--- config.mk ---
export PLATFORM = sky130hd
export DESIGN_NAME = descriptor_queues
export DESIGN_NICKNAME = d
export VERILOG_FILES = /design/src/hdl/pqm_pkg.sv /design/src/hdl/descriptor_queues.sv /design/src/hdl/simple_dp_ram.sv
export VERILOG_INCLUDE_DIRS = /design/src /design/src/hdl
export SDC_FILE = /design/constraint.sdc
export NUM_CORES = 1
export LEC_CHECK = 0
export BUFFER_PORTS_ARGS = -buffer_cell sky130_fd_sc_hd__buf_4
export CORE_AREA = 2 2 79 112
export CTS_BUF_LIST = sky130_fd_sc_hd__clkbuf_8
export DETAILED_ROUTE_END_ITERATION = 10
export DIE_AREA = 0 0 81 114
export GPL_TIMING_DRIVEN = 0
export HOLD_SLACK_MARGIN = 0.08
export PLACE_DENSITY = 0.74
export SLEW_MARGIN = 20
export SYNTH_ARGS = -nofsm -noshare
export SYNTH_HDL_FRONTEND = slang
export SYNTH_SLANG_ARGS = --single-unit
--- constraint.sdc ---
create_clock -name clk_i -period 3.41 [get_ports clk_i]
set_input_delay 0.682 -clock clk_i [delete_from_list [all_inputs] [get_ports clk_i]]
set_output_delay 0.682 -clock clk_i [all_outputs]
set_load 0.03 [all_outputs]
--- src/hdl/pqm_config.svh ---
`ifndef PQM_CONFIG_SVH
`define PQM_CONFIG_SVH

// Stream width in bits
`define PQM_DATA_WIDTH 64

// Queue count and packet slots per queue
`define PQM_NUM_QUEUES 4
`define PQM_QUEUE_DEPTH 4

// Longest accepted packet, payload beats only
`define PQM_MAX_BEATS 8

// Statistics counter width
`define PQM_CNT_WIDTH 16

`endif
--- src/hdl/pqm_pkg.sv ---
`default_nettype none

`include "pqm_config.svh"

package pqm_pkg;

  typedef logic [`PQM_DATA_WIDTH-1:0]                 data_t;
  typedef logic [`PQM_DATA_WIDTH/8-1:0]               keep_t;
  typedef logic [$clog2(`PQM_NUM_QUEUES)-1:0]         qid_t;
  typedef logic [$clog2(`PQM_QUEUE_DEPTH)-1:0]        slot_t;
  typedef logic [$clog2(`PQM_MAX_BEATS+1)-1:0]        beats_t;   // Holds 1 to MAX_BEATS

  typedef struct packed {
    data_t data;
    keep_t keep;
  } beat_t;                                                     // Packet buffer entry

  // Queue, slot and beat index
  typedef logic [$clog2(`PQM_NUM_QUEUES*`PQM_QUEUE_DEPTH*`PQM_MAX_BEATS)-1:0] buf_addr_t;

  typedef logic [`PQM_CNT_WIDTH-1:0]                  cnt_t;
  typedef logic [$clog2(`PQM_NUM_QUEUES+1)-1:0]       reg_addr_t;  // Queue counts, then drops

endpackage

`default_nettype wire

--- src/hdl/descriptor_queues.sv ---
`timescale 1ns/100ps
`default_nettype none

`include "pqm_config.svh"

module descriptor_queues (
  input  wire logic                        clk_i,
  input  wire logic                        arst_n_i,
  input  wire pqm_pkg::qid_t               lookup_qid_i,
  output logic                             queue_full_o,
  output pqm_pkg::slot_t                   tail_slot_o,
  input  wire logic                        enq_i,
  input  wire pqm_pkg::qid_t               enq_qid_i,
  input  wire pqm_pkg::beats_t             enq_beats_i,
  output logic [`PQM_NUM_QUEUES-1:0]       nonempty_o,
  input  wire logic                        pop_i,
  input  wire pqm_pkg::qid_t               pop_qid_i,
  output logic                             desc_valid_o,
  output pqm_pkg::qid_t                    desc_qid_o,
  output pqm_pkg::slot_t                   desc_slot_o,
  output pqm_pkg::beats_t                  desc_beats_o
);

  import pqm_pkg::*;

  localparam int unsigned NQ    = `PQM_NUM_QUEUES;
  localparam int unsigned DEPTH = `PQM_QUEUE_DEPTH;

  typedef logic [$clog2(DEPTH+1)-1:0] count_t;

  slot_t   head_q  [NQ];
  slot_t   tail_q  [NQ];
  count_t  count_q [NQ];
  logic [NQ-1:0] enq_sel;
  logic [NQ-1:0] pop_sel;
  logic          enq_hit;

  assign enq_sel = enq_i ? (NQ'(1) << enq_qid_i) : '0;
  assign pop_sel = pop_i ? (NQ'(1) << pop_qid_i) : '0;

  // An enqueue in flight counts already, for back-to-back packets
  assign enq_hit      = enq_i && (enq_qid_i == lookup_qid_i);
  assign queue_full_o = count_q[lookup_qid_i] == (enq_hit ? DEPTH - 1 : DEPTH);
  assign tail_slot_o  = enq_hit ? slot_t'(tail_q[lookup_qid_i] + 1'b1) : tail_q[lookup_qid_i];

  always_comb begin
    for (int q = 0; q < NQ; q++) begin
      nonempty_o[q] = count_q[q] != '0;
    end
  end

  always_ff @(posedge clk_i or negedge arst_n_i) begin
    if (!arst_n_i) begin
      for (int q = 0; q < NQ; q++) begin
        head_q[q]  <= '0;
        tail_q[q]  <= '0;
        count_q[q] <= '0;
      end
      desc_valid_o <= 1'b0;
    end else begin
      for (int q = 0; q < NQ; q++) begin
        if (enq_sel[q]) begin
          tail_q[q] <= tail_q[q] + 1'b1;
        end
        if (pop_sel[q]) begin
          head_q[q] <= head_q[q] + 1'b1;                      // Slot free again
        end
        count_q[q] <= count_q[q] + enq_sel[q] - pop_sel[q];
      end
      desc_valid_o <= pop_i;                                   // Lines up with RAM data
    end
  end

  always_ff @(posedge clk_i) begin
    if (pop_i) begin
      desc_qid_o  <= pop_qid_i;
      desc_slot_o <= head_q[pop_qid_i];
    end
  end

  simple_dp_ram #(
    .entry_t (beats_t),
    .DEPTH   (NQ * DEPTH)
  ) i_len_ram (
    .clk_i     (clk_i),
    .wr_en_i   (enq_i),
    .wr_addr_i ({enq_qid_i, tail_q[enq_qid_i]}),
    .wr_data_i (enq_beats_i),
    .rd_en_i   (pop_i),
    .rd_addr_i ({pop_qid_i, head_q[pop_qid_i]}),
    .rd_data_o (desc_beats_o)
  );

  a_no_enq_full: assert property (@(posedge clk_i) disable iff (!arst_n_i)
    enq_i |-> count_q[enq_qid_i] != DEPTH)
    else $error("Enqueue into full queue %0d", enq_qid_i);

  a_no_pop_empty: assert property (@(posedge clk_i) disable iff (!arst_n_i)
    pop_i |-> count_q[pop_qid_i] != '0)
    else $error("Pop from empty queue %0d", pop_qid_i);

endmodule

`default_nettype wire

--- src/hdl/simple_dp_ram.sv ---
`timescale 1ns/100ps
`default_nettype none

module simple_dp_ram #(
  parameter type         entry_t = logic [7:0],
  parameter int unsigned DEPTH   = 16
) (
  input  wire logic                     clk_i,
  input  wire logic                     wr_en_i,
  input  wire logic [$clog2(DEPTH)-1:0] wr_addr_i,
  input  wire entry_t                   wr_data_i,
  input  wire logic                     rd_en_i,
  input  wire logic [$clog2(DEPTH)-1:0] rd_addr_i,
  output entry_t                        rd_data_o
);

  entry_t mem [DEPTH];

  always_ff @(posedge clk_i) begin
    if (wr_en_i) begin
      mem[wr_addr_i] <= wr_data_i;
    end
    if (rd_en_i) begin
      rd_data_o <= mem[rd_addr_i];  // Holds until the next read
    end
  end

endmodule

`default_nettype wire

* Yosys cells after proc, flatten, opt, wreduce, memory -nomap -nowiden
Memory sizes are Yosys's and may differ from the RTL's. A register that Yosys moved wholly into a read port is not among the register bits.
Index checks and enable logic that the tools add are counted.
** Cells by class
- Reductions and logical operators :: 5
- Magnitude comparators :: 3
- Div/mod/pow operators :: 0
- $mul :: 0
- Multiplexer cells :: 18
- $add $sub $neg :: 17
- Shift-type cells :: 2
- Eq/ne operators :: 2
- Bitwise logic cells :: 3
** Operator list (number)
- $add 2x1->2 const B :: 9
- $mux 2 :: 7
- $add 3x1->3 :: 4
- $bmux 2 s2 :: 3
- $reduce_bool 3->1 :: 4
- $sub 3x1->3 :: 4
- $ge 3x3->1 const B :: 3
- $mux 3 :: 3
- $not 2->3 :: 3
- $mux 4 :: 2
- $shl 1x2->4 const A :: 2
- $bmux 3 s2 :: 1
- $eq 3x3->1 :: 1
- $eq 2x2->1 :: 1
- $mux 1 :: 2
- $logic_and 1x1->1 :: 1
** Storage, ports and cells
- Output and inout bits :: 16
- Input bits :: 14
- Word-level logic and storage cells :: 66
- Flip-flop bits (word level) :: 33
- Latch bits :: 0
- ROM bits :: 0
- RAM bits :: 64
- Memories :: 1
** Memories
- i_len_ram.mem :: depth 16, bits a word 4, read ports 1, clocked after Yosys merged registers in 1, wr ports 1, RTL line simple_dp_ram.sv:17 : entry_t mem [DEPTH];

* Depth between registers and ports, before layout
- Depth after elaboration :: 6
- Mapped depth :: 10
- Mapped depth without buffers :: 9

* Modules after synthesis
A second synthesis with hierarchy kept.
** Second synthesis, totals
- Cell total of the unflattened synthesis :: 257
- Area total of the unflattened synthesis :: 4433.0 um^2
** Modules (own cells, without submodules)
- simple_dp_ram :: cells an instance 130, area an instance 2706.3 um^2, times used 1, sequential area each 2042.0 um^2
- descriptor_queues :: cells an instance 127, area an instance 1726.7 um^2, times used 1, sequential area each 845.8 um^2

* Worst setup path after synthesis
OpenSTA, ideal clock, no wires.
- Kind :: input -> output
- From :: input port lookup_qid_i[0]
- To :: output port queue_full_o
- Slack :: 0.416 ns
- Data required time :: 2.728 ns
- Buffers on the path :: 1
- Data arrival time :: 2.312 ns
- Cell stages on the path :: 3
- Cell sequence :: clkbuf_1 mux4_2 o31ai_1
** On the way
- Cells in the longest elaborated chain, start to end :: 5
- Elaborated cells on any way between the ends :: 8
- Classes of those cells :: eq/ne (2); mux (4); bitwise (1); reduce/logical (1)
** Ends and longest elaborated chain
- from (decl) :: RTL line descriptor_queues.sv:9 : input wire pqm_pkg::qid_t lookup_qid_i,
- $not 2->3 (implied by the code) :: RTL line descriptor_queues.sv:43 : assign queue_full_o = count_q[lookup_qid_i] == (enq_hit ? DEPTH - 1 : DEPTH);
- $bmux 3 s2 :: RTL line descriptor_queues.sv:43
- $mux 3 (implied by the code) (2 in a row) :: RTL line descriptor_queues.sv:43
- $eq 3x3->1 * :: RTL line descriptor_queues.sv:43
- to (decl) :: RTL line descriptor_queues.sv:10 : output logic queue_full_o,
Every way passes the cells marked *; elsewhere a longest branch is shown, timed or not. The select of a mux whose other input is x is not followed.

* Worst setup path in the final report
Same ends and word-level chain as after synthesis.

==> results.cfg <==
[outcome]
status = finished, final reports clean

[min_path]
hp-class = input port to asynchronous set/reset pin

[logic_synthesis]
synth_top_area_share_pct = 48.8
synthArstFlopShare_pct = 28.7
synth_edf_count = 72
ys.flop_type = edfxtp_1
seq_area_frac_synth_pct = 65.2
yosys.area.top_type = edfxtp_1
netlist_area_um2 = 4430
syn_avg_cell_area_um2 = 16.3
synth_area_leaders = edfxtp_1 (49%), dfrtp_1 (16%), mux2i_1 (8.6%)
synth.most_common_cell = edfxtp_1
syn_nets = 298
ys_types = 29
yosys_warnings = 0
synth.cells.most_frequent = edfxtp_1 (72), mux2i_1 (38), dfrtp_1 (29), nor2_1 (22), xnor2_1 (20)
syn_inst = 272
ys_ff_latch = 101

[cts]
htreeDepth = 3
numCtsBuffers = 9
post_cts_resized = 0
clock_sinks = 101
cts-root-buf = clkbuf_8
cts_tree = built
insertion_delay_ns = 0.37
path_clk_slew_ns = 0.09
cts_setup_buffers = 0
clk_path_buf_depth = 2
hold_buffers = 0

[timing]
hold_violations = 0
setup_violations = 0
fmax_mhz = 362
fin_crit_sh_pct = 81.1
finalMaxSlewViolations = 0
final.setup.tns_ns = 0
skew_ns = 0.0106
slew_headroom_pct = 53.0
rsz0062_at_grt = false
period_minus_slack_ns = 2.77
worst_pin_slew_ns = 0.705

[final_layout]
final_cell_count_no_fill = 417
n_fill_cell = 675
finish.net_count = 333
layout-drive-gt1-share_pct = 20.8
n_antenna_cell = 0
post-route-util_pct = 59.4
stdcell_area_um2 = 4930
syn_to_final_growth_pct = 11.3

[floorplanning]
rows = 40
dieArea_um2 = 9230
chipHeight_um = 114
fp.dieW_um = 81
start_util_pct = 53.3
io_pins = 30
core_area_um2 = 8310

[drt]
wire_per_inst_um = 18.3
antenna_left = 0
drtIter0Drc = 112
drc_errors = 0
firstDrtPassIters = 7
vias = 2256
wl_mm = 7.65
vias_per_cell = 5.41

[worst_setup_path]
crit_fanout = 6
cp.required_ns = 2.73
crit_slowest_cell = mux4_2
start_kind = input port
crit_type = input port to output pin
path_cells = clkbuf_1 -> mux4_2 -> nor2_1 -> nand3_1 -> o31ai_1 -> buf_4
critPathMaxStageDelay_ns = 0.58
crit_path_end_kind = output pin
critPathArrivalTime_ns = 2.08

[place]
numPortBuffers = 24
placed_area_um2 = 4740
gp_congestion = 0.810
dp_hpwl_mm = 5.47
dp_cells = 401

[grt]
first_global_vias = 2399
grt_start_max_net_pins = 30
grt_overflow = 0
grt_use_total_pct = 18.9
antenna_found_initial = 0
grt_pass1_wl_mm = 12.3

[flow_run]
maxCapViolCount = 0

[power_and_ir_drop]
power_density_nw_per_um2 = 770
total_leakage_power_nw = 1.92
max-vdd-ir-drop_uv = 415
p_total_w = 0.00380
==> worst max-delay path: cells and delay by family <==
kind	cells	cell delay, ns
muxes	1	0.58
buffers and inverters	2	0.55
and+or+nand+nor	2	0.20
AOI/OAI and AO/OA	1	0.08
==> report_power, final <==
group	switching (W)	internal (W)	total (W)
combinational	0.000660	0.000645	0.00131
clock	0.000393	0.000336	0.000729
sequential	0.000184	0.00158	0.00176
==> cell usage in the layout (no fill, tap or decap), types with 5 or more instances in the layout <==
master / synthesis / routed
xnor2_1: 20 / 20
mux2i_1: 38 / 38
nand2_1: 7 / 7
edfxtp_1: 72 / 72
buf_4: 0 / 24
mux4_2: 16 / 16
clkbuf_8: 0 / 9
clkbuf_1: 6 / 6
inv_1: 16 / 17
dfrtp_1: 29 / 29
ha_1: 8 / 8
buf_6: 5 / 5
nor2_1: 22 / 22
==> registers in the layout, indices dropped and copies added (netlist names) <==
| signal | count |
|---|---|
| i_len_ram.rd_data_o | 4 |
| desc_valid_o | 1 |
| head_q | 8 |
| count_q | 12 |
| tail_q | 8 |
| desc_qid_o | 2 |
| desc_slot_o | 2 |
| i_len_ram.mem | 64 |
==> path summary, 6_finish.rpt <==
path	from	slack, ns	cells after the start	endpoint
max in group asynchronous	arst_n_i	2.90	1	tail_q[5]$_DFFE_PN0P_
hold reg to reg	head_q[3]$_DFFE_PN0P_	0.48	1	head_q[3]$_DFFE_PN0P_
setup / recovery	lookup_qid_i[0]	0.64	6	queue_full_o
min in group clk_i	head_q[3]$_DFFE_PN0P_	0.48	1	head_q[3]$_DFFE_PN0P_
setup reg to reg	head_q[0]$_DFFE_PN0P_	1.20	6	i_len_ram.rd_data_o[1]$_DFFE_PP_
hold / removal	arst_n_i	0.23	1	count_q[6]$_DFF_PN0_
==> stage by stage <==
step | hold slack [ns] | worst slack [ns]
after floorplan | 0.386 | 0.416
after global placement | 0.459 | 0.367
after detailed placement | 0.461 | 0.326
after CTS | 0.233 | 0.619
after global routing | 0.248 | 0.505
final | 0.231 | 0.644
==> cells by family (layout without fill, tap and decap cells) <==
| group | after synthesis | in the layout | share of synthesized area (%) |
|---|---|---|---|
| and+or+nand+nor | 46 | 46 | 4.97 |
| muxes | 55 | 55 | 17.0 |
| buffers and inverters | 29 | 69 | 3.36 |
| DFF | 101 | 101 | 65.2 |
| AOI/OAI and AO/OA | 5 | 5 | 0.706 |
| xor gates and xnor gates | 24 | 24 | 4.74 |
| adders and majority gates | 12 | 12 | 4.07 |
==> area by class of cell <==
class                           instances  area [um^2]  share of cell area (%)
Timing Repair Buffer                   24          180                    3.65
Sequential cell                       101         2890                    58.6
Clock buffer                            9          124                    2.51
Tap cell                              105          131                    2.66
Buffer                                 13         88.8                    1.80
Inverter                               16         60.1                    1.22
Clock inverter                          7         65.1                    1.32
Multi-Input combinational cell        142         1390                    28.3
==> routing by layer <==
| layer | GRT usage, % | vias to the layer above | share of wire [%] | wire length, um |
|---|---|---|---|---|
| met5 | 0 | - | 0 | 0 |
| met4 | 11.2 | 0 | 3.5 | 265 |
| met3 | 2.93 | 17 | 3.4 | 258 |
| met2 | 32.6 | 47 | 55 | 4210 |
| met1 | 21.8 | 1134 | 38 | 2920 |
| li1 | - | 1058 | - | - |
(Power assumes the default switching activity.)
