File: config.mk
export PLATFORM = sky130hd
export DESIGN_NAME = tx_handler
export DESIGN_NICKNAME = d
export VERILOG_FILES = /design/src/hdl/pqm_pkg.sv /design/src/hdl/tx_handler.sv
export VERILOG_INCLUDE_DIRS = /design/src /design/src/hdl
export SDC_FILE = /design/constraint.sdc
export NUM_CORES = 1
export LEC_CHECK = 0
export BUFFER_PORTS_ARGS = -buffer_cell sky130_fd_sc_hd__buf_4
export CAP_MARGIN = 20
export CORE_AREA = 2 2 67 69
export CTS_BUF_LIST = sky130_fd_sc_hd__clkbuf_4 sky130_fd_sc_hd__clkbuf_8
export DETAILED_ROUTE_END_ITERATION = 10
export DIE_AREA = 0 0 69 71
export PLACE_DENSITY = 0.87
export SYNTH_ARGS = -nofsm -noshare
export SYNTH_HDL_FRONTEND = slang
export SYNTH_SLANG_ARGS = --single-unit
File: constraint.sdc
create_clock -name clk_i -period 2.49 [get_ports clk_i]
set_clock_uncertainty 0.15 [all_clocks]
set_input_delay 0.498 -clock clk_i [delete_from_list [all_inputs] [get_ports clk_i]]
set_output_delay 0.498 -clock clk_i [all_outputs]
set_load 0.005 [all_outputs]
File: src/hdl/pqm_config.svh
`ifndef PQM_CONFIG_SVH
`define PQM_CONFIG_SVH

// Stream width in bits
`define PQM_DATA_WIDTH 64

// Queue count and packet slots per queue
`define PQM_NUM_QUEUES 4
`define PQM_QUEUE_DEPTH 4

// Longest accepted packet, payload beats only
`define PQM_MAX_BEATS 8

// Statistics counter width
`define PQM_CNT_WIDTH 16

`endif
File: src/hdl/pqm_pkg.sv
`default_nettype none

`include "pqm_config.svh"

package pqm_pkg;

  typedef logic [`PQM_DATA_WIDTH-1:0]                 data_t;
  typedef logic [`PQM_DATA_WIDTH/8-1:0]               keep_t;
  typedef logic [$clog2(`PQM_NUM_QUEUES)-1:0]         qid_t;
  typedef logic [$clog2(`PQM_QUEUE_DEPTH)-1:0]        slot_t;
  typedef logic [$clog2(`PQM_MAX_BEATS+1)-1:0]        beats_t;   // Holds 1 to MAX_BEATS

  typedef struct packed {
    data_t data;
    keep_t keep;
  } beat_t;                                                     // Packet buffer entry

  // Queue, slot and beat index
  typedef logic [$clog2(`PQM_NUM_QUEUES*`PQM_QUEUE_DEPTH*`PQM_MAX_BEATS)-1:0] buf_addr_t;

  typedef logic [`PQM_CNT_WIDTH-1:0]                  cnt_t;
  typedef logic [$clog2(`PQM_NUM_QUEUES+1)-1:0]       reg_addr_t;  // Queue counts, then drops

endpackage

`default_nettype wire

File: src/hdl/tx_handler.sv
`timescale 1ns/100ps
`default_nettype none

`include "pqm_config.svh"

module tx_handler (
  input  wire logic              clk_i,
  input  wire logic              arst_n_i,
  input  wire logic              desc_valid_i,
  input  wire pqm_pkg::qid_t     desc_qid_i,
  input  wire pqm_pkg::slot_t    desc_slot_i,
  input  wire pqm_pkg::beats_t   desc_beats_i,
  output logic                   buf_rd_o,
  output pqm_pkg::buf_addr_t     buf_addr_o,
  input  wire pqm_pkg::beat_t    buf_beat_i,
  output pqm_pkg::data_t         m_axis_tdata_o,
  output pqm_pkg::keep_t         m_axis_tkeep_o,
  output logic                   m_axis_tvalid_o,
  input  wire logic              m_axis_tready_i,
  output logic                   m_axis_tlast_o,
  output logic                   done_o,
  output pqm_pkg::qid_t          done_qid_o
);

  import pqm_pkg::*;

  localparam int unsigned BEAT_W = $clog2(`PQM_MAX_BEATS);

  typedef enum logic [1:0] {
    S_IDLE,
    S_READ,
    S_SEND
  } state_e;

  state_e state_q;
  beats_t idx_q;      // Beat being sent
  beats_t beats_q;
  qid_t   qid_q;
  slot_t  slot_q;
  logic   xfer;

  assign buf_rd_o   = state_q == S_READ;
  assign buf_addr_o = {qid_q, slot_q, idx_q[BEAT_W-1:0]};

  // RAM output holds between reads, so the beat stays stable under stall
  assign m_axis_tdata_o  = buf_beat_i.data;
  assign m_axis_tkeep_o  = buf_beat_i.keep;
  assign m_axis_tvalid_o = state_q == S_SEND;
  assign m_axis_tlast_o  = m_axis_tvalid_o && (idx_q == beats_q - 1'b1);

  assign xfer       = m_axis_tvalid_o && m_axis_tready_i;
  assign done_o     = xfer && m_axis_tlast_o;
  assign done_qid_o = qid_q;

  always_ff @(posedge clk_i or negedge arst_n_i) begin
    if (!arst_n_i) begin
      state_q <= S_IDLE;
      idx_q   <= '0;
    end else begin
      case (state_q)
        S_IDLE: begin
          if (desc_valid_i) begin
            idx_q   <= '0;
            state_q <= S_READ;
          end
        end
        S_READ: state_q <= S_SEND;
        default: begin
          if (xfer) begin
            idx_q   <= idx_q + 1'b1;
            state_q <= m_axis_tlast_o ? S_IDLE : S_READ;
          end
        end
      endcase
    end
  end

  always_ff @(posedge clk_i) begin
    if (desc_valid_i && (state_q == S_IDLE)) begin
      qid_q   <= desc_qid_i;
      slot_q  <= desc_slot_i;
      beats_q <= desc_beats_i;
    end
  end

  a_stall_stable: assert property (@(posedge clk_i) disable iff (!arst_n_i)
    m_axis_tvalid_o && !m_axis_tready_i |=>
      m_axis_tvalid_o && $stable(m_axis_tdata_o) && $stable(m_axis_tkeep_o))
    else $error("Egress beat changed while stalled");

endmodule

`default_nettype wire

# Yosys cells after proc, flatten, opt, wreduce, memory -nomap -nowiden
# Index checks and enable logic that the tools add are counted.
dict set report totals {
  regBits 14
  input_bits 84
  output_inout_bits 85
  word_cells 28
}
dict set report op_classes {
  addsub 2
  n_eq_ne 4
  muxes 7
  n_bitwise 1
  reduce_logical 9
}
# operator count
set op_table {}
lappend op_table {{2-to-1 mux 4 bit} 2}
lappend op_table {{one-hot mux 4 bit (2 select lines)} 1}
lappend op_table {{adder 4 x 1 -> 4 bit, second input constant} 1}
lappend op_table {{== test 4 bit} 1}
lappend op_table {{logical AND 1 bit} 4}
lappend op_table {{2-to-1 mux 2 bit} 2}
lappend op_table {{one-hot mux 2 bit (2 select lines)} 1}
lappend op_table {{subtractor 4 x 1 -> 4 bit, second input constant} 1}
lappend op_table {{AND reduction 3 bit} 1}
lappend op_table {{nonzero test 3 bit} 1}
lappend op_table {{== test 2 x 1 -> 1 bit, second input constant} 1}
lappend op_table {{== test 2 bit, second input constant} 1}
lappend op_table {{zero test 2 bit} 1}
lappend op_table {{inequality test 2 bit, second input constant} 1}
lappend op_table {{AND reduction 2 bit} 1}
lappend op_table {{nonzero test 2 bit} 1}
lappend op_table {{2-to-1 mux 1 bit} 1}
lappend op_table {{inverter 1 bit} 1}

# Depth between registers and ports, before layout
# Gate-level depths: netlist of the first run.
dict set report logic_depth {
  word_depth 6
  mapped_depth 6
  depth_no_buf 6
}

# Worst setup path after synthesis of the first run
# OpenSTA, ideal clock, no wires.
dict set report synth_timing {
  path_type {reg-to-output}
  startpoint {register beats_q[0]}
  endpoint {output port done_o}
  arrival_time_ns 1.313
  slack_ns 0.529
  path_stages_with_launch 7
  n_path_buf 0
  path_cell_list {edfxtp_1 -> inv_1 -> ha_1 -> xor2_1 -> nand3_1 -> nor3_2 -> and3_1}
}
dict set report synth_between {
  elab_chain_cells 4
}
# item line
set synth_rtl {}
lappend synth_rtl {{from (decl)} tx_handler.sv:37} ;# beats_t beats_q;
lappend synth_rtl {{from (signal assigned)} tx_handler.sv:82} ;# beats_q <= desc_beats_i;
lappend synth_rtl {{subtractor 4 x 1 -> 4 bit} tx_handler.sv:49} ;# assign m_axis_tlast_o = m_axis_tvalid_o && (idx_q == beats_q - 1'b1);
lappend synth_rtl {{== test 4 bit} tx_handler.sv:49}
lappend synth_rtl {{logical AND 1 bit} tx_handler.sv:49}
lappend synth_rtl {{named net m_axis_tlast_o} tx_handler.sv:20} ;# output logic m_axis_tlast_o,
lappend synth_rtl {{logical AND 1 bit} tx_handler.sv:52} ;# assign done_o = xfer && m_axis_tlast_o;
lappend synth_rtl {{to (decl)} tx_handler.sv:21} ;# output logic done_o,
# The timed path passes the listed nets, and every way through them passes these cells.

# Worst setup path in the final report of the first run
dict set report layout_timing {
  startpoint {register beats_q[0]}
  endpoint {output port done_o}
}
dict set report layout_between {
  elab_chain_cells 4
}
# item line
set layout_rtl {}
lappend layout_rtl {{subtractor 4 x 1 -> 4 bit} tx_handler.sv:49}
lappend layout_rtl {{== test 4 bit} tx_handler.sv:49}
lappend layout_rtl {{logical AND 1 bit} tx_handler.sv:49}
lappend layout_rtl {{logical AND 1 bit} tx_handler.sv:52}
# No other way between the ends.

==> flow_summary.yaml, run 1 <==
synthesis:
  synthFlopType: "edfxtp_1"
  synth_edf_count: 8
  ys_ff_latch: 14
  synthArstFlopShare_pct: 42.86
  synthesis.area_mm2: 0.001222
  syn_inst: 126
  synth.distinct_cells: 20
  ys_top_cells_by_area: "buf_4 47%, edfxtp_1 20%, dfrtp_1 12%, xnor2_1 2.9%, xor2_1 2.9%"
  synth_top_area_share_pct: 47.29
  syn_area_per_cell_um2: 9.702
  synth.net_count: 212
  yosys_warnings: 0
  seq_area_frac_synth_pct: 31.93
  synth_largest_area_cell: "buf_4"
cts:
  htreeDepth: 1
  cts_tree: "built"
  cts_buffers: 3
  cts_resized: 0
  clk_root_buffer_cell: "clkbuf_8"
  clock_path_buffers: 2
  clock-sinks: 14
  insertion_delay_ns: 0.24
  path_clk_slew_ns: 0.06
routing:
  via_count: 540
  drt_wl_total_um: 1728
  drt_pass1_iterations: 2
  drt_first_iter_violations: 2
  via_per_inst: 4.060
  wl_per_cell_um: 12.99
  ant_nets: 0
  route.detailed.drc: 0
final_layout:
  synthToLayoutAreaGrowth_pct: -20.88
  final_nets: 168
  layout_commonest_cell: "buf_4"
  drive_above_1_share_pct: 41.98
  multi_input_area_um2: 239.0
  n_antenna_cell: 0
  register_area_um2: 390.4
  finalNonFillerCells: 133
  fill_cells: 460
  final_cell_mix: "27 x buf_4, 8 x edfxtp_1, 6 x dfrtp_1"
  fin_area_um2: 967.2
floorplanning:
  fp.dieW_um: 69
  pin_count: 169
  core_mm2: 0.004204
  initial_core_util_pct: 29.08
  fp.dieH_um: 71
  rows: 24
  die_area_mm2: 0.004899
place:
  hpwlAfterDp_um: 1284
  port_buffers: 24
  placed_cell_area_um2: 897.1
  dp_cells: 126
  gp_congestion: 0.7584
pwr:
  combPwrFrac_pct: 33.9
  internal-power_mw: 0.5960
  p_leak_nw: 0.4180
  p_switching_mw: 0.2775
  swShare_pct: 31.77
  powerDensity_mw_per_mm2: 903.1
  ir_worst_vdd_uv: 190.5
  clockPowerShare_pct: 21.6
  seq_power_share_pct: 44.5
sta:
  holdWs_ns: 0.2754
  relSlewSlack_pct: 83.15
  setup_viol: 0
  slew_violations: 0
  hold_viol_final: 0
  max_clock_freq_ghz: 0.4166
  min_period_over_period_pct: 96.39
  layout_min_cycle_time_ns: 2.400
  finalSetupTns_ns: 0
  worst_pin_slew_ns: 0.2527
critical_path:
  end_kind: "output pin"
  criticalPathCategory: "reg2out"
  critPathMaxStageDelay_ns: 0.38
  critPathLaunchType: "flop"
  worst-path-max-fanout: 3
  slowest_stage: "edfxtp_1"
  path_cells: "inv_1 > ha_1 > xor2_1 > nand3_1 > nor3_2 > and3_1 > buf_4"
  cp_top_family: "simple AND/OR/NAND/NOR gates"
  crit_arrival_ns: 1.75
  crit_buf_inv: 2
  cp.required_ns: 1.84
grt:
  grt_pass1_wl_um: 2670
  globalRouteOverflowTotal: 0
  grt_max_degree: 12
  grt_usage_pct: 7.143
  grt_pass1_vias: 564
  antenna_found_initial: 0
run:
  cap_viol_max_count: 0
hold_path:
  hold_path_class: "in2reg"
outcome:
  status: "finished clean"
## sequential cells by signal (all words and copies together) (netlist names)
register    count
idx_q           4
beats_q         4
state_q         2
done_qid_o      2
slot_q          2
## power by group through the flow
stage	registers [mW]	logic, mW	clock network (mW)
after floorplan	0.370	0.306	0
after global placement	0.388	0.288	0
after detailed placement	0.394	0.293	0
after CTS	0.390	0.297	0.193
after global routing	0.401	0.335	0.205
final	0.389	0.296	0.189
## what timing repair did
item,in CTS,in global routing
hold buffers,1,0
setup endpoints to repair,0,1
buffers inserted,0,2
hold endpoints to repair,6,0
## per-layer routing
layer / vias to the layer above / global-route usage (%) / routed length (µm)
met5: - / 0 / 0
met4: 0 / 9.368 / 99
met3: 17 / 2.564 / 166
met2: 30 / 10.79 / 888
met1: 255 / 6.690 / 574
li1: 238 / - / -
## final cells by class
type                    instances  share of cell area [%]
flip-flops and latches         14                   40.36
multi-input cells              31                   24.71
repair buffers                 28                   21.99
well taps                      52                   6.727
clock buffers                   3                   4.269
inverters                       4                   1.552
clock inverters                 1                  0.3881
## synthesized netlist by cell type, drive strengths merged (2+ instances only)
cell,number
a22o,3
buf,77
nand3,3
ha,2
xnor2,4
nor2,3
xor2,4
nor3,2
and3,2
inv,4
edfxtp,8
dfrtp,6
## per-stage QoR
step / utilization [%] / worst slack (ns) / total power, mW
6_report: 23.01 / 0.08979 / 0.8734
5_1_grt: 23.01 / -0.007866 / 0.9419
4_1_cts: 22.65 / 0.1056 / 0.8800
3_5_place_dp: 21.34 / 0.3754 / 0.6870
3_3_place_gp: 21.34 / 0.4115 / 0.6753
2_1_floorplan: - / 0.5290 / 0.6761
## cells by family (layout without fill, tap and decap cells)
logic type               count (synthesis)  in the layout  share of synthesized area, %
AND/OR/NAND/NOR                         13             13                         6.653
multiplexers                             1              1                        0.9211
flip-flops                              14             14                         31.93
buffers and inverters                   81             36                         48.52
adder cells (fa/ha/maj)                  2              2                         2.047
AO/OA/AOI/OAI                            7              7                         4.197
XOR/XNOR                                 8              8                         5.731
## path summary, 6_finish.rpt
kind                          startpoint            end  slack (ns)  depth (start not counted)
min in group asynchronous       arst_n_i       idx_q[1]        0.45                          2
min                        desc_qid_i[0]  done_qid_o[0]        0.28                          1
max reg2reg                   beats_q[0]     state_q[0]        0.96                          6
max in group asynchronous       arst_n_i       idx_q[2]        1.63                          2
min reg2reg                   state_q[0]     state_q[1]        0.41                          1
max                           beats_q[0]         done_o        0.09                          7
Note: power is estimated with default switching activity, not from simulation.
==> run 2, diff against run 1 <==
CORE_AREA = 2 2 65 67   (was 2 2 67 69)
DIE_AREA = 0 0 67 69   (was 0 0 69 71)
PLACE_DENSITY = 0.91   (was 0.87)
==> flow_summary.yaml, run 2 (synthesis results as in run 1) <==
cts:
  insertion_delay_ns: 0.24
  cts_tree: "built"
  path_clk_slew_ns: 0.05
  cts_buffers: 3
  clock-sinks: 14
  htreeDepth: 1
  clk_root_buffer_cell: "clkbuf_8"
  clock_path_buffers: 2
routing:
  wl_per_cell_um: 13.27
  via_per_inst: 4.295
  route.detailed.drc: 0
  via_count: 567
  drt_first_iter_violations: 20
  drt_wl_total_um: 1751
  ant_nets: 0
  drt_pass1_iterations: 4
sta:
  layout_min_cycle_time_ns: 2.383
  finalSetupTns_ns: 0
  slew_violations: 0
  worst_pin_slew_ns: 0.2950
  relSlewSlack_pct: 80.19
  setup_viol: 0
  min_period_over_period_pct: 95.70
  holdWs_ns: 0.2756
  hold_viol_final: 0
  max_clock_freq_ghz: 0.4196
grt:
  grt_pass1_wl_um: 2656
  grt_usage_pct: 7.733
  grt_max_degree: 12
  antenna_found_initial: 0
  grt_pass1_vias: 581
  globalRouteOverflowTotal: 0
critical_path:
  end_kind: "output pin"
  critPathMaxStageDelay_ns: 0.41
  slowest_stage: "edfxtp_1"
  criticalPathCategory: "reg2out"
  critPathLaunchType: "flop"
  reg2reg_depth: 6
  crit_arrival_ns: 1.73
  cp.required_ns: 1.84
  rrSetupSlack_ns: 0.97
  r2r_start: "beats_q[0]"
  r2r_end: "state_q[0]"
  worst-path-max-fanout: 3
  path_cells: "inv_2 > ha_4 > xor2_1 > nand3_1 > nor3_4 > and3_4 > buf_4"
hold_path:
  hold_path_class: "in2reg"
  hold_path_depth: 1
  hold_start: "desc_qid_i[0]"
  whs_endpoint: "done_qid_o[0]"
run:
  cap_viol_max_count: 0
final_layout:
  synthToLayoutAreaGrowth_pct: -18.22
  largestRegisters: "beats_q (4), idx_q (4)"
  post-route-util_pct: 25.54
  final_nets: 169
  n_antenna_cell: 0
  final_cell_mix: "28 x buf_4, 8 x edfxtp_1, 6 x dfrtp_1"
  layout_commonest_cell: "buf_4"
  drive_above_1_share_pct: 48.78
pwr:
  p_switching_mw: 0.2866
  ir_worst_vdd_uv: 454.5
  swShare_pct: 31.72
  clockPowerShare_pct: 22.4
  internal-power_mw: 0.6171
  powerDensity_mw_per_mm2: 904.0
  seq_power_share_pct: 42.7
  p_leak_nw: 0.4264
  combPwrFrac_pct: 34.9
floorplanning:
  pin_count: 169
  fp.dieW_um: 67
  rows: 23
  fp.dieH_um: 69
  die_area_mm2: 0.004623
  core_mm2: 0.003914
  initial_core_util_pct: 31.23
place:
  port_buffers: 24
  gp_congestion: 0.7436
  hpwlAfterDp_um: 1283
outcome:
  status: "finished clean"
-- run 2: worst max path at each step --
stage / startpoint / to / slack, ns / cells past startpoint
detailed placement: beats_q[0] / done_o / 0.38 / 7
CTS: beats_q[0] / done_o / 0.1 / 7
floorplan: beats_q[0] / done_o / 0.53 / 6
finish: beats_q[0] / done_o / 0.11 / 7
global placement: beats_q[0] / done_o / 0.43 / 7
global route: beats_q[0] / done_o / -0.02 / 7
-- run 2: power by group through the flow --
stage / sequential (mW) / combinational, mW / clock [mW]
floorplan: 0.370 / 0.306 / 0
global placement: 0.391 / 0.289 / 0
detailed placement: 0.393 / 0.296 / 0
CTS: 0.389 / 0.299 / 0.211
global route: 0.396 / 0.354 / 0.223
finish: 0.386 / 0.316 / 0.202
-- run 2: layout make-up --
cell class	instances	area (µm²)
fill	442	2914
clock buffer	4	48.80
sequential	14	390.4
inverter	4	15.01
multi-input combinational	31	262.8
tap	50	62.56
timing repair buffer	29	220.2
-- run 2: timing repair --
action,in CTS,in global routing
hold endpoints to repair,6,0
endpoints found under the setup margin,0,1
hold buffers,1,0
gates resized for setup,0,5
setup buffers,0,3
-- run 2: through the flow --
stage               power [mW]  cell area [µm²]  setup slack, ns  instances
global route            0.9730            999.7         -0.01801        132
global placement        0.6802            894.6           0.4321        124
detailed placement      0.6891            894.6           0.3849        124
finish                  0.9037            999.7           0.1070        132
CTS                     0.8985            953.4          0.09690        129
floorplan               0.6761             1222           0.5290        126
-- run 2: worst max-delay path, delay by kind of cell, from the launching register on --
kind / cells / cell delay [ns]
buffers and inverters: 2 / 0.20
adder cells (fa/ha/maj): 1 / 0.20
flip-flops: 1 / 0.41
XOR/XNOR: 1 / 0.14
AND/OR/NAND/NOR: 3 / 0.54
-- run 2: routing by layer --
metal	up-vias	wire length [µm]	global-route usage, %
met5	-	0	0
met4	0	143	10.43
met3	26	184	3.263
met2	40	810	10.78
met1	260	613	7.121
li1	241	-	-
==> run 3, diff against run 2 <==
clock period = 2.4 ns   (was 2.49 ns; I/O delays follow)
==> flow_summary.yaml, run 3 (synthesis results as in run 1) <==
final_layout:
  drive_above_1_share_pct: 48.78
  synthToLayoutAreaGrowth_pct: -17.91
  finalNonFillerCells: 132
  n_antenna_cell: 0
  largestRegisters: "beats_q (4), idx_q (4)"
  fill_cells: 442
  final_nets: 169
  final_cell_mix: "27 x buf_4, 8 x edfxtp_1, 6 x dfrtp_1"
  layout_commonest_cell: "buf_4"
floorplanning:
  pin_count: 169
  core_mm2: 0.003914
  fp.dieH_um: 69
  fp.dieW_um: 67
  initial_core_util_pct: 31.23
  die_area_mm2: 0.004623
  rows: 23
outcome:
  status: "finished clean"
run:
  cap_viol_max_count: 0
routing:
  ant_nets: 0
  drt_wl_total_um: 1756
  route.detailed.drc: 0
  via_per_inst: 4.242
  drt_pass1_iterations: 3
  drt_first_iter_violations: 20
  wl_per_cell_um: 13.30
  via_count: 560
cts:
  path_clk_slew_ns: 0.05
  cts_tree: "built"
  insertion_delay_ns: 0.24
  clock_path_buffers: 2
  clk_root_buffer_cell: "clkbuf_8"
  cts_buffers: 3
  htreeDepth: 1
  clock-sinks: 14
place:
  port_buffers: 24
  hpwlAfterDp_um: 1283
  gp_congestion: 0.7436
  dp_cells: 124
  pre_cts_ws_ns: 0.3129
grt:
  grt_pass1_wl_um: 2656
  globalRouteOverflowTotal: 0
  grt_usage_pct: 7.733
  grt_pass1_vias: 581
  grt_max_degree: 12
  antenna_found_initial: 0
critical_path:
  end_kind: "output pin"
  criticalPathCategory: "reg2out"
  worst-path-max-fanout: 3
  cp.required_ns: 1.77
  crit_arrival_ns: 1.73
  critPathLaunchType: "flop"
sta:
  fin_ws_ns: 0.04002
  rsz0062_at_grt: "yes"
  setup_viol: 0
  relSlewSlack_pct: 80.23
  worst_pin_slew_ns: 0.2944
  holdWs_ns: 0.2598
  max_clock_freq_ghz: 0.4237
  layout_min_cycle_time_ns: 2.360
  slew_violations: 0
  min_period_over_period_pct: 98.33
  hold_viol_final: 0
pwr:
  powerDensity_mw_per_mm2: 933.2
  p_leak_nw: 0.4271
  ir_worst_vdd_uv: 468.4
  power_mw: 0.9364
hold_path:
  hold_path_class: "in2reg"
-- run 3: changes by cell type in the layout (fill, tap and decap cells not counted) --
| cell | previous run | this run |
|---|---|---|
| buf_6 | 0 | 1 |
| buf_4 | 28 | 27 |
-- run 3: through the flow --
step / utilization [%] / cell area, µm² / TNS (ns)
finish: 25.64 / 1003 / 0
global route: 25.64 / 1003 / -0.1023
CTS: 24.36 / 953.4 / 0
detailed placement: 22.86 / 894.6 / 0
global placement: 22.86 / 894.6 / 0
floorplan: - / 1222 / 0
-- run 3: timing repair --
item	CTS	global route
endpoints found under the hold margin	6	0
hold buffers	1	0
setup endpoints to repair	0	1
setup buffers	0	3
resized for setup	0	6
-- run 3: critical path, cell delays in order, from the launching register on --
cell	delay, ns
edfxtp_1	0.41
inv_2	0.10
ha_4	0.20
xor2_1	0.14
nand3_1	0.12
nor3_4	0.22
and3_4	0.21
buf_6	0.09
-- run 3: layout make-up --
class | instances | area, µm² | share of cell area, %
Sequential cell | 14 | 390.4 | 38.90
Multi-Input combinational cell | 31 | 262.8 | 26.18
Timing Repair Buffer | 29 | 224.0 | 22.32
Tap cell | 50 | 62.56 | 6.234
Clock buffer | 4 | 48.80 | 4.863
Inverter | 4 | 15.01 | 1.496
-- run 3: path summary, 6_finish.rpt --
| kind | from | to | slack [ns] | depth (start not counted) |
|---|---|---|---|---|
| worst max-delay path | beats_q[0] | done_o | 0.04 | 7 |
| worst min-delay path | desc_qid_i[0] | done_qid_o[0] | 0.26 | 1 |
| worst max register to register | beats_q[0] | state_q[0] | 0.88 | 6 |
| worst min register to register | state_q[0] | state_q[1] | 0.41 | 1 |
| max in group asynchronous | arst_n_i | idx_q[0] | 1.56 | 2 |
| min in group asynchronous | arst_n_i | state_q[0] | 0.43 | 2 |
-- run 3: routing by layer --
| metal | share of wire (%) | up-vias | track usage [%] |
|---|---|---|---|
| met4 | 7.2 | 0 | 10.43 |
| met3 | 11 | 24 | 3.263 |
| met1 | 34 | 257 | 7.121 |
| met5 | 0 | - | 0 |
| met2 | 47 | 38 | 10.78 |
| li1 | - | 241 | - |
-- run 3: report_power, final --
group	internal (mW)	total (mW)	switching [mW]
combinational	0.193	0.328	0.135
clock	0.129	0.207	0.0786
sequential	0.319	0.401	0.0821
